File: src/zx_pkg.sv
//====================================================================
// Shared definitions for the memory and I/O core
//   machine mode codes, bus and RAM widths
//   I/O port and ROM area constants
//   7FFD paging byte with its standard and Pentagon views
//====================================================================
`default_nettype none

package zx_pkg;

	// Bus widths
	localparam int cpu_aw         = 16;
	localparam int ram_aw_default = 25;  // 32 MB external space

	//================================================================
	// Machine modes
	//================================================================
	localparam logic [2:0] mode_128   = 3'd0;  // 128K/+2
	localparam logic [2:0] mode_p1024 = 3'd1;  // Pentagon 1024K
	localparam logic [2:0] mode_48    = 3'd3;
	localparam logic [2:0] mode_plus3 = 3'd4;  // +2A/+3

	// Kempston port, matched on address bits 5:0
	localparam logic [7:0] port_kempston_lo = 8'h1F;

	// ROM pages sit above the RAM banks
	localparam logic [2:0] rom_region_hi = 3'b101;

	//================================================================
	// 7FFD paging byte
	//================================================================
	typedef struct packed {
		logic [1:0] spare;
		logic       lock;      // Paging off until reset
		logic       rom48;
		logic       screen;    // Shadow screen in bank 7
		logic [2:0] bank;      // Bank at C000
	} page_std_t;

	// Pentagon 1024 reuses bits 7:5 as extra bank bits
	typedef struct packed {
		logic [2:0] ext_bank;  // Bit 5 doubles as the lock
		logic       rom48;
		logic       screen;
		logic [2:0] bank;
	} page_pent_t;

	typedef union packed {
		page_std_t  std;
		page_pent_t pent;
	} page_7ffd_u;

endpackage

`default_nettype wire
File: src/zx_core_top.sv
//====================================================================
// Memory and I/O core top level
//   I/O write decode and ULA port, paging registers,
//   memory map and input port read mux
//====================================================================
`timescale 1ns/10ps
`default_nettype none

module zx_core_top
	import zx_pkg::*;
#(
	parameter int RAM_AW = ram_aw_default
)(
	input  wire               clk_sys,
	input  wire               reset,
	input  wire         [2:0] machine,
	// Bus master
	input  wire  [cpu_aw-1:0] addr,
	input  wire         [7:0] dout,
	input  wire               mreq,
	input  wire               iorq,
	input  wire               rd,
	input  wire               wr,
	input  wire               m1,
	output logic        [7:0] din,
	// External RAM and ROM
	output logic [RAM_AW-1:0] ram_addr,
	output logic              ram_rd,
	output logic              ram_we,
	output logic        [7:0] ram_wdata,
	input  wire         [7:0] ram_rdata,
	// ULA port
	output logic        [2:0] border_color,
	output logic              ear_out,
	output logic              mic_out,
	// Keyboard and joysticks
	input  wire        [39:0] key_matrix,
	input  wire         [5:0] joy0,
	input  wire         [5:0] joy1,
	input  wire         [2:0] jsel
);

	logic       wr_7ffd_cand;
	logic       wr_1ffd_cand;
	logic       wr_eff7_cand;
	page_7ffd_u page_7ffd;
	logic [7:0] page_1ffd;
	logic [2:0] page_128k;
	logic       zx48;
	logic       plus3;

	ula_io ula_io_inst (
		.clk_sys      (clk_sys),
		.reset        (reset),
		.addr         (addr),
		.dout         (dout),
		.iorq         (iorq),
		.wr           (wr),
		.m1           (m1),
		.wr_7ffd_cand (wr_7ffd_cand),
		.wr_1ffd_cand (wr_1ffd_cand),
		.wr_eff7_cand (wr_eff7_cand),
		.border_color (border_color),
		.ear_out      (ear_out),
		.mic_out      (mic_out)
	);

	paging_regs #(.RAM_AW(RAM_AW)) paging_regs_inst (
		.clk_sys      (clk_sys),
		.reset        (reset),
		.machine      (machine),
		.dout         (dout),
		.addr14       (addr[14]),
		.wr_7ffd_cand (wr_7ffd_cand),
		.wr_1ffd_cand (wr_1ffd_cand),
		.wr_eff7_cand (wr_eff7_cand),
		.page_7ffd    (page_7ffd),
		.page_1ffd    (page_1ffd),
		.page_128k    (page_128k),
		.zx48         (zx48),
		.plus3        (plus3),
		.page_lock    ()  // Watched inside paging_regs only
	);

	mem_map #(.RAM_AW(RAM_AW)) mem_map_inst (
		.addr      (addr),
		.mreq      (mreq),
		.rd        (rd),
		.wr        (wr),
		.dout      (dout),
		.page_7ffd (page_7ffd),
		.page_1ffd (page_1ffd),
		.page_128k (page_128k),
		.zx48      (zx48),
		.plus3     (plus3),
		.ram_addr  (ram_addr),
		.ram_rd    (ram_rd),
		.ram_we    (ram_we),
		.ram_wdata (ram_wdata)
	);

	input_ports input_ports_inst (
		.addr       (addr),
		.mreq       (mreq),
		.iorq       (iorq),
		.rd         (rd),
		.m1         (m1),
		.ram_rdata  (ram_rdata),
		.key_matrix (key_matrix),
		.joy0       (joy0),
		.joy1       (joy1),
		.jsel       (jsel),
		.din        (din)
	);

endmodule

`default_nettype wire

File: src/input_ports.sv
//====================================================================
// CPU read side
//   keyboard half-row scan on the even ports
//   Kempston, Sinclair I/II and cursor joystick mapping
//   read data multiplexer for memory and I/O reads
//====================================================================
`timescale 1ns/10ps
`default_nettype none

module input_ports
	import zx_pkg::*;
(
	input  wire [cpu_aw-1:0] addr,
	input  wire              mreq,
	input  wire              iorq,
	input  wire              rd,
	input  wire              m1,
	input  wire        [7:0] ram_rdata,
	input  wire       [39:0] key_matrix,
	input  wire        [5:0] joy0,
	input  wire        [5:0] joy1,
	input  wire        [2:0] jsel,
	output logic       [7:0] din
);

	// Joystick bits are right, left, down, up, fire1, fire2 from bit 0

	// Keys 6..0 on the 6-0 half row
	function automatic logic [4:0] map_sinclair1(input logic [5:0] j);
		return {j[1], j[0], j[2], j[3], j[4]};
	endfunction

	// Keys 1..5 on the 1-5 half row
	function automatic logic [4:0] map_sinclair2(input logic [5:0] j);
		return {j[4], j[3], j[2], j[0], j[1]};
	endfunction

	// Keys 6, 7, 8 and 0 of the 6-0 half row, 5 handled apart
	function automatic logic [4:0] map_cursor(input logic [5:0] j);
		return {j[2], j[3], j[0], 1'b0, j[4]};
	endfunction

	logic [4:0] key_data;
	logic [5:0] joyk;
	logic [4:0] joys1;
	logic [4:0] joys2;
	logic [4:0] joyc1;
	logic [4:0] joyc2;
	logic [4:0] joy_kbd;

	// Each low address bit A8..A15 selects one half row
	always_comb begin
		key_data = 5'b11111;
		for (int r = 0; r < 8; r++) begin
			if (!addr[8 + r]) begin
				key_data = key_data & ~key_matrix[r*5 +: 5];  // Pressed reads 0
			end
		end
	end

	assign joyk = joy0 | joy1;

	//================================================================
	// Joystick to key mapping
	//================================================================
	assign joys1 = ({5{jsel[0]}} & map_sinclair1(joy0))
		| ({5{jsel[1:0] == 2'd1}} & map_sinclair1(joy1));
	assign joys2 = ({5{jsel[1]}} & map_sinclair2(joy1))
		| ({5{jsel[1:0] == 2'd2}} & map_sinclair2(joy0));
	assign joyc1 = {5{jsel[2]}} & (map_cursor(joy0) | map_cursor(joy1));
	assign joyc2 = {5{jsel[2]}} & {joy0[1] | joy1[1], 4'b0000};  // Left is key 5

	// A12 picks the 6-0 row, A11 the 1-5 row
	assign joy_kbd = ({5{addr[12]}} | ~(joys1 | joyc1))
		& ({5{addr[11]}} | ~(joys2 | joyc2));

	// Read data priority
	always_comb begin
		if (mreq & rd) begin
			din = ram_rdata;
		end else if (m1 | ~iorq | ~rd) begin
			din = 8'hFF;  // Idle bus or interrupt acknowledge
		end else if (({2'b00, addr[5:0]} == port_kempston_lo) && (jsel == 3'd0)) begin
			din = {2'b00, joyk};
		end else if (!addr[0]) begin
			din = {3'b111, key_data & joy_kbd};
		end else begin
			din = 8'hFF;
		end
	end

endmodule

`default_nettype wire

File: src/mem_map.sv
//====================================================================
// Memory map
//   ROM page select for 48K, 128K and +3
//   normal and +3 special (all RAM) slot tables
//   external RAM address and read and write strobes
//====================================================================
`timescale 1ns/10ps
`default_nettype none

module mem_map
	import zx_pkg::*;
#(
	parameter int RAM_AW = ram_aw_default
)(
	input  wire  [cpu_aw-1:0] addr,
	input  wire               mreq,
	input  wire               rd,
	input  wire               wr,
	input  wire         [7:0] dout,
	input  page_7ffd_u        page_7ffd,
	input  wire         [7:0] page_1ffd,
	input  wire         [2:0] page_128k,
	input  wire               zx48,
	input  wire               plus3,
	output logic [RAM_AW-1:0] ram_addr,
	output logic              ram_rd,
	output logic              ram_we,
	output logic        [7:0] ram_wdata
);

	logic  [3:0] page_rom;
	logic        page_special;
	logic  [1:0] sp;          // 1FFD bits 2:1 pick the special layout
	logic [20:0] map_addr;    // Widest mapped address is a ROM page

	assign page_special = page_1ffd[0];
	assign sp           = page_1ffd[2:1];

	// +3 has four ROMs, the others two plus the 48K image
	assign page_rom = plus3 ? {2'b10, page_1ffd[2], page_7ffd.std.rom48}
		: {zx48, 2'b11, zx48 | page_7ffd.std.rom48};

	//================================================================
	// Slot tables
	//================================================================
	always_comb begin
		if (!page_special) begin
			case (addr[15:14])
				2'd0:    map_addr = {rom_region_hi, page_rom, addr[13:0]};
				2'd1:    map_addr = {4'd0, 3'd5, addr[13:0]};
				2'd2:    map_addr = {4'd0, 3'd2, addr[13:0]};
				default: map_addr = {1'b0, page_128k, page_7ffd.std.bank, addr[13:0]};
			endcase
		end else begin
			// Banks 0-3, 4-7, 4,5,6,3 and 4,7,6,3
			case (addr[15:14])
				2'd0:    map_addr = {4'd0, |sp, 2'b00, addr[13:0]};
				2'd1:    map_addr = {4'd0, |sp, &sp, 1'b1, addr[13:0]};
				2'd2:    map_addr = {4'd0, |sp, 2'b10, addr[13:0]};
				default: map_addr = {4'd0, ~sp[1] & sp[0], 2'b11, addr[13:0]};
			endcase
		end
	end

	// Upper bits zero
	assign ram_addr  = RAM_AW'(map_addr);

	assign ram_rd    = mreq & rd;
	// ROM slot is write protected unless it holds RAM
	assign ram_we    = mreq & wr & (page_special | addr[15] | addr[14]);
	assign ram_wdata = dout;

endmodule

`default_nettype wire

File: src/paging_regs.sv
//====================================================================
// Paging registers
//   7FFD, 1FFD (+3) and EFF7 (Pentagon 1024)
//   machine mode flags taken from the mode input during reset
//   page lock and Pentagon extended bank
//====================================================================
`timescale 1ns/10ps
`default_nettype none

module paging_regs
	import zx_pkg::*;
#(
	parameter int RAM_AW = ram_aw_default
)(
	input  wire        clk_sys,
	input  wire        reset,
	input  wire  [2:0] machine,
	input  wire  [7:0] dout,
	input  wire        addr14,
	input  wire        wr_7ffd_cand,
	input  wire        wr_1ffd_cand,
	input  wire        wr_eff7_cand,
	output page_7ffd_u page_7ffd,
	output logic [7:0] page_1ffd,
	output logic [2:0] page_128k,
	output logic       zx48,
	output logic       plus3,
	output logic       page_lock
);

	// Extended banks need 1 MB of RAM below the ROM area
	localparam logic [2:0] ext_mask = (RAM_AW >= 21) ? 3'b111 : 3'b000;

	page_7ffd_u wr_byte;   // Bus byte seen through the union
	logic [7:0] page_eff7;
	logic       p1024;
	logic       wr_7ffd;
	logic       wr_1ffd;
	logic       wr_eff7;

	assign wr_byte = dout;

	// In Pentagon mode bit 5 locks only with EFF7 bit 2 set
	assign page_lock = zx48
		| (~p1024 & page_7ffd.std.lock)
		| (p1024 & page_eff7[2] & page_7ffd.pent.ext_bank[0]);

	// +3 needs A14 high to tell 7FFD apart from 1FFD
	assign wr_7ffd = wr_7ffd_cand & (addr14 | ~plus3) & ~page_lock;
	assign wr_1ffd = wr_1ffd_cand & plus3 & ~page_lock;
	assign wr_eff7 = wr_eff7_cand & p1024;

	always_ff @(posedge clk_sys) begin
		if (reset) begin
			page_7ffd <= '0;
			page_1ffd <= 8'd0;
			page_eff7 <= 8'd0;
			page_128k <= 3'd0;
			case (machine)
				mode_p1024: {p1024, zx48, plus3} <= 3'b100;
				mode_48:    {p1024, zx48, plus3} <= 3'b010;
				mode_plus3: {p1024, zx48, plus3} <= 3'b001;
				mode_128:   {p1024, zx48, plus3} <= 3'b000;
				default:    {p1024, zx48, plus3} <= 3'b000;  // Profi runs as 128K
			endcase
		end else begin
			if (wr_7ffd) begin
				page_7ffd <= wr_byte;
				// Bank bits ordered 5, 7, 6 as on the Pentagon board
				if (p1024 & ~page_eff7[2]) begin
					page_128k <= {wr_byte.pent.ext_bank[0], wr_byte.pent.ext_bank[2:1]}
						& ext_mask;
				end
			end else if (wr_1ffd) begin
				page_1ffd <= dout;
			end
			if (wr_eff7) begin
				page_eff7 <= dout;  // Bit 2 selects plain 128K paging
			end
		end
	end

endmodule

`default_nettype wire

File: src/ula_io.sv
//====================================================================
// I/O write side of the core
//   edge detect on the CPU I/O write strobe
//   candidate decode of the 7FFD, 1FFD and EFF7 paging ports
//   ULA output port at FE (border, EAR, MIC)
//====================================================================
`timescale 1ns/10ps
`default_nettype none

module ula_io
	import zx_pkg::*;
(
	input  wire              clk_sys,
	input  wire              reset,
	input  wire [cpu_aw-1:0] addr,
	input  wire        [7:0] dout,
	input  wire              iorq,
	input  wire              wr,
	input  wire              m1,
	output logic             wr_7ffd_cand,
	output logic             wr_1ffd_cand,
	output logic             wr_eff7_cand,
	output logic       [2:0] border_color,
	output logic             ear_out,
	output logic             mic_out
);

	logic io_wr;
	logic io_wr_q;     // Strobe one cycle back
	logic io_wr_pulse;
	logic sel_7ffd;
	logic sel_1ffd;
	logic sel_eff7;
	logic sel_fe;

	// Interrupt acknowledge also asserts iorq, so m1 excludes it
	assign io_wr = iorq & wr & ~m1;

	always_ff @(posedge clk_sys) begin
		io_wr_q <= io_wr;
	end

	// One pulse per bus cycle however long the strobe is held
	assign io_wr_pulse = io_wr & ~io_wr_q;

	//================================================================
	// Port decode, partial as on the real machines
	//================================================================
	assign sel_7ffd = ~addr[15] & ~addr[1];
	assign sel_1ffd = (addr[15:12] == 4'b0001) & ~addr[1];
	assign sel_eff7 = (addr[15:13] == 3'b111) & ~addr[12] & ~addr[3];
	assign sel_fe   = ~addr[0];  // Any even port

	// Mode qualifiers are applied in paging_regs
	assign wr_7ffd_cand = io_wr_pulse & sel_7ffd;
	assign wr_1ffd_cand = io_wr_pulse & sel_1ffd;
	assign wr_eff7_cand = io_wr_pulse & sel_eff7;

	// ULA output port
	always_ff @(posedge clk_sys) begin
		if (reset) begin
			border_color <= 3'd0;
			ear_out      <= 1'b0;
			mic_out      <= 1'b0;
		end else if (io_wr_pulse & sel_fe) begin
			border_color <= dout[2:0];
			ear_out      <= dout[4];
			mic_out      <= dout[3];  // MIC sits below EAR
		end
	end

endmodule

`default_nettype wire

File: config.mk
export PLATFORM = sky130hd
export DESIGN_NAME = zx_core_top
export DESIGN_NICKNAME = d
export VERILOG_FILES = /design/src/zx_pkg.sv /design/src/zx_core_top.sv /design/src/input_ports.sv /design/src/mem_map.sv /design/src/paging_regs.sv /design/src/ula_io.sv
export SDC_FILE = /design/constraint.sdc
export NUM_CORES = 1
export LEC_CHECK = 0
export BUFFER_PORTS_ARGS = -buffer_cell sky130_fd_sc_hd__buf_2
export CORE_MARGIN = 5
export CORE_UTILIZATION = 40
export CTS_CLUSTER_DIAMETER = 40
export DETAILED_ROUTE_END_ITERATION = 7
export GPL_TIMING_DRIVEN = 0
export PLACE_DENSITY = 0.82
export SETUP_SLACK_MARGIN = 0.3
export SLEW_MARGIN = 20
export SYNTH_ARGS = -nofsm -noshare
export SYNTH_HDL_FRONTEND = slang
export SYNTH_HIERARCHICAL = 1
export SYNTH_SLANG_ARGS = --single-unit
File: constraint.sdc
create_clock -name clk_sys -period 1.7 [get_ports clk_sys]
set_input_delay 0.17 -clock clk_sys [delete_from_list [all_inputs] [get_ports clk_sys]]
set_output_delay 0.17 -clock clk_sys [all_outputs]
set_load 0.01 [all_outputs]
After elaboration in Yosys (flattened, before gate mapping):

Index checks and enable logic that the tools add are counted.

* logic and storage cells: 128
* register bits after elaboration: 24
* output and inout bits: 48

* reduce and logical (&&, ||, !) cells: 7
* bitwise logic cells: 81
* multiplexer cells: 19
* equality and inequality tests: 10

Operator list (count)
* $and 5x5->5: 15
* $pmux 21 s3: 1
* $pmux 17 s3: 1
* $not 5->5: 10
* $mux 5: 9
* $or 5x5->5: 7
* $and 1x1->1: 24
* $mux 8: 3
* $mux 21: 1
* $not 1->1: 15
* $or 1x1->1: 9
* $eq 3x3->1 const B: 2
* $eq 6x5->1 const B: 1
* $or 6x6->6: 1
* $reduce_and 2->1: 3
* $eq 2x1->1 const B: 2
* $eq 2x2->1 const B: 2
* $eq 4x1->1 const B: 1
* $mux 4: 1
* $eq 3x1->1 const B: 1
* $eq 3x2->1 const B: 1
* $logic_not 3->1: 1
* $mux 1: 3
* $logic_not 2->1: 1
* 2 further kinds: 2

Longest topological paths before layout:

* word-level depth: 21
* gate-level depth with buffers: 6
* gate-level depth less buffers: 6

Cells and area by module:

The synthesis kept the hierarchy.

Modules (own cells, without submodules)
* paging_regs: instances 1, sequential area each 490.5 um2, area each 1044.8 um2, cells each 95
* input_ports: instances 1, sequential area each 0.0 um2, area each 556.8 um2, cells each 86
* mem_map: instances 1, sequential area each 0.0 um2, area each 395.4 um2, cells each 56
* ula_io: instances 1, sequential area each 120.1 um2, area each 327.8 um2, cells each 30

Worst setup path after synthesis:

OpenSTA, ideal clock, no wires.

* kind: reg-to-reg
* from: register ula_io_inst.io_wr_q
* to: register paging_regs_inst.page_1ffd[0]
* slack: -0.140 ns
* setup time: 0.072 ns
* stages on the path, launching flop included: 7
* buffers on the path: 0
* arrival: 1.769 ns
* cell sequence: dfxtp_1 > nand4bb_4 > nor3_4 > and3_1 > nand2_1 > a2111oi_4 > mux2i_1

* longest elaborated chain between the ends: 7
* elaborated cells on any way between the ends: 10
* those cells by class: bitwise (9); reduce/logical (1)

RTL lines
* start: declaration: line ula_io.sv:29 `logic io_wr_q;`
* start signal: assignment: line ula_io.sv:40 `io_wr_q <= io_wr;`
* $not 1->1: line ula_io.sv:44 `assign io_wr_pulse = io_wr & ~io_wr_q;`
* $and 1x1->1: line ula_io.sv:44
* $and 1x1->1: line ula_io.sv:55 `assign wr_7ffd_cand = io_wr_pulse & sel_7ffd;`
* via wr_7ffd_cand: line zx_core_top.sv:43 `logic wr_7ffd_cand;`
* $and 1x1->1 (2 in series): line paging_regs.sv:49 `assign wr_7ffd = wr_7ffd_cand & (addr14 | ~plus3) & ~page_lock;`
* $not 1->1 (no source line)
* $reduce_and 2->1 (no source line)
* end signal: assignment: line paging_regs.sv:75 `page_1ffd <= dout;`
* end: declaration: line paging_regs.sv:24 `output logic [7:0] page_1ffd,`

The timed path passes the listed nets, and every way through them passes these cells.
A chain may end at the register's enable or synchronous reset.

Final worst setup path:

* from: input mreq
* to: output din[3]

* longest elaborated chain between the ends: 2

RTL lines
* start: declaration: line zx_core_top.sv:20 `input wire mreq,`
* $and 1x1->1: line input_ports.sv:79 `if (mreq & rd) begin`
* $mux 8: line input_ports.sv:79
* end: declaration: line zx_core_top.sv:25 `output logic [7:0] din,`

No other way between the ends.

==> run metrics <==
status finished with violations; failing checks negative setup slack; H-tree levels 1; CP most frequent cell buf_6; Power Internal between 0.9 and 1 mW; initial detailed-routing violation count around 210; period utilization 109%; clk_lat worst skew 250 ps; Via density roughly 5.2; final WL just over 7000 um; static leakage 1.52 nW; pin count of the biggest net entering global routing 15; non-filler cells, final between 400 and 500; Overflow after GRT 0; CTS buffer count 3; min cycle time layout ~1800 ps; sw power approximately 0.43 mW; I/O pin count ~150; Placer Congestion 0.956; first-pass GRT wire length roughly 11000 um; cell row count 25; Gate power share about two fifths; Cells after DPL between 400 and 500; Crit path required time about 1500 ps; CP Max Fanout 7; CP Capture Type primary output; HPWL Detailed 5900 um; synthesis-to-finish area growth 59.4%; final hold vios 0; worst slack, placed -198 ps; Hold Path Class in2reg; TritonCTS clock tree built; Reg2Reg Setup Slack about 90 ps; setup_tns -745 ps; Routed WL per cell ~16 um; Die H 80.4 um; crit path cell chain buf_6 -> and4bb_1 -> nand4_1 -> or4_4 -> buf_6 -> o32ai_2 -> a21oi_1 -> buf_2; Antenna Cells 0; max-slew violation count 0; RSZ-0062 raised after global routing true; Reg power frac a little under two fifths; fmax 542 MHz; CTS Buffer Depth 2; DRC viols 0; power per cell area between 400 and 500 nW/um2; clock tree sinks 21; most common cell after layout, fill and taps aside buf_2; Worst Setup EP din[3]; CTS root buf clkbuf_8; Starting Density a little over two fifths; gr usage total 21.4%; r2r worst-path depth 8; Core Region approximately 4800 um2; Die ar. about 6500 um2; Post-Syn Instances between 200 and 250; most frequent cells in the layout buf_2, buf_4, nand2b_1; reg2reg end paging_regs_inst/page_1ffd[2]$_SDFFE_PP0P_; chip width 80.4 um; Total Nets Final between 400 and 500; Peak VDD IR 0.500 mV; post-synthesis cell area just under 2000 um2; Synth warnings 6; ANT nets after route 0; max-cap viol count 0; Clock Power Share between 20% and 30%; antenna violations before repair 0; vias in the first global route between 2000 and 2500; Layout Skew approximately 2.5 ps; slowest stage delay, CP 430 ps; dpl cell area 2820 um2; layout cell share with drive strength beyond 1 between 50% and 60%; final core occ between 60% and 70%; WS Path Type in2out; WP data arrival about 1700 ps; Worst Setup SP mreq; Reg-to-Reg Start ula_io_inst/io_wr_q$_DFF_P_; final worst slack -145 ps; startpoint types primary input; Final Setup Violations 8; Initial DRT Pass Iterations 4; design area approximately 3200 um2; # port buffers about 140; CTS clk-pin slew, worst paths roughly 70 ps; DR vias about 2400; syn avg cell area 8.36 um2; Sw Share between 30% and 40%; slowest stage cell, crit path or4_4
power groups by stage:
stage / clock, mW / sequential [mW] / combinational (mW)
after floorplan: 0 / 0.536 / 0.239
after global placement: 0 / 0.537 / 0.465
after detailed placement: 0 / 0.538 / 0.474
after CTS: 0.327 / 0.523 / 0.507
after global routing: 0.347 / 0.526 / 0.579
final: 0.323 / 0.524 / 0.536
metal layers:
metal	share of wire [%]	vias to the layer above	routed length, um	GRT usage, %
li1	-	1182	-	-
met3	8.2	10	595	3.14
met4	1.6	0	114	6.42
met5	0	-	0	0
met2	51	107	3730	39.2
met1	39	1115	2840	25.4
critical path: cells and delay by family:
family / cells / cell delay [ps]
AO/OA/AOI/OAI: 2 / 290
buffers and inverters: 3 / 430
AND/OR/NAND/NOR: 3 / 800
area by class of cell:
class	instances	area, um2
Clock buffer	4	45.0
Sequential cell	21	452
Fill cell	397	1600
Inverter	15	58.8
Buffer	34	259
Multi-Input combinational cell	170	1400
Timing Repair Buffer	155	861
Tap cell	67	83.8
worst min-delay path by stage:
stage,slack [ps],depth (start not counted),end,from
CTS,140,3,ula_io_inst/io_wr_q$_DFF_P_,m1
global route,140,3,ula_io_inst/io_wr_q$_DFF_P_,m1
detailed placement,360,2,ula_io_inst/io_wr_q$_DFF_P_,m1
global placement,360,2,ula_io_inst/io_wr_q$_DFF_P_,m1
floorplan,240,1,ula_io_inst/io_wr_q$_DFF_P_,m1
finish,140,3,ula_io_inst/io_wr_q$_DFF_P_,m1
registers in the layout, indices dropped and copies added (netlist names):
name                        count
ula_io_inst/io_wr_q             1
paging_regs_inst/p1024          1
paging_regs_inst/plus3          1
ula_io_inst/mic_out             1
paging_regs_inst/page_1ffd      3
paging_regs_inst/zx48           1
ula_io_inst/border_color        3
paging_regs_inst/page_eff7      1
paging_regs_inst/page_128k      3
paging_regs_inst/page_7ffd      5
ula_io_inst/ear_out             1
timing repair:
item,4_1_cts,5_1_grt
resized for setup,17,24
hold buffers,0,0
pin swaps,18,7
setup buffers,12,5
endpoints found under the setup margin,20,27
per-stage QoR:
step	power [mW]	hold slack (ps)
after floorplan	0.775	242
after global placement	1.00	357
after detailed placement	1.01	359
after CTS	1.36	137
after global routing	1.45	143
final	1.38	143
Note: power is estimated with default switching activity, not from simulation.
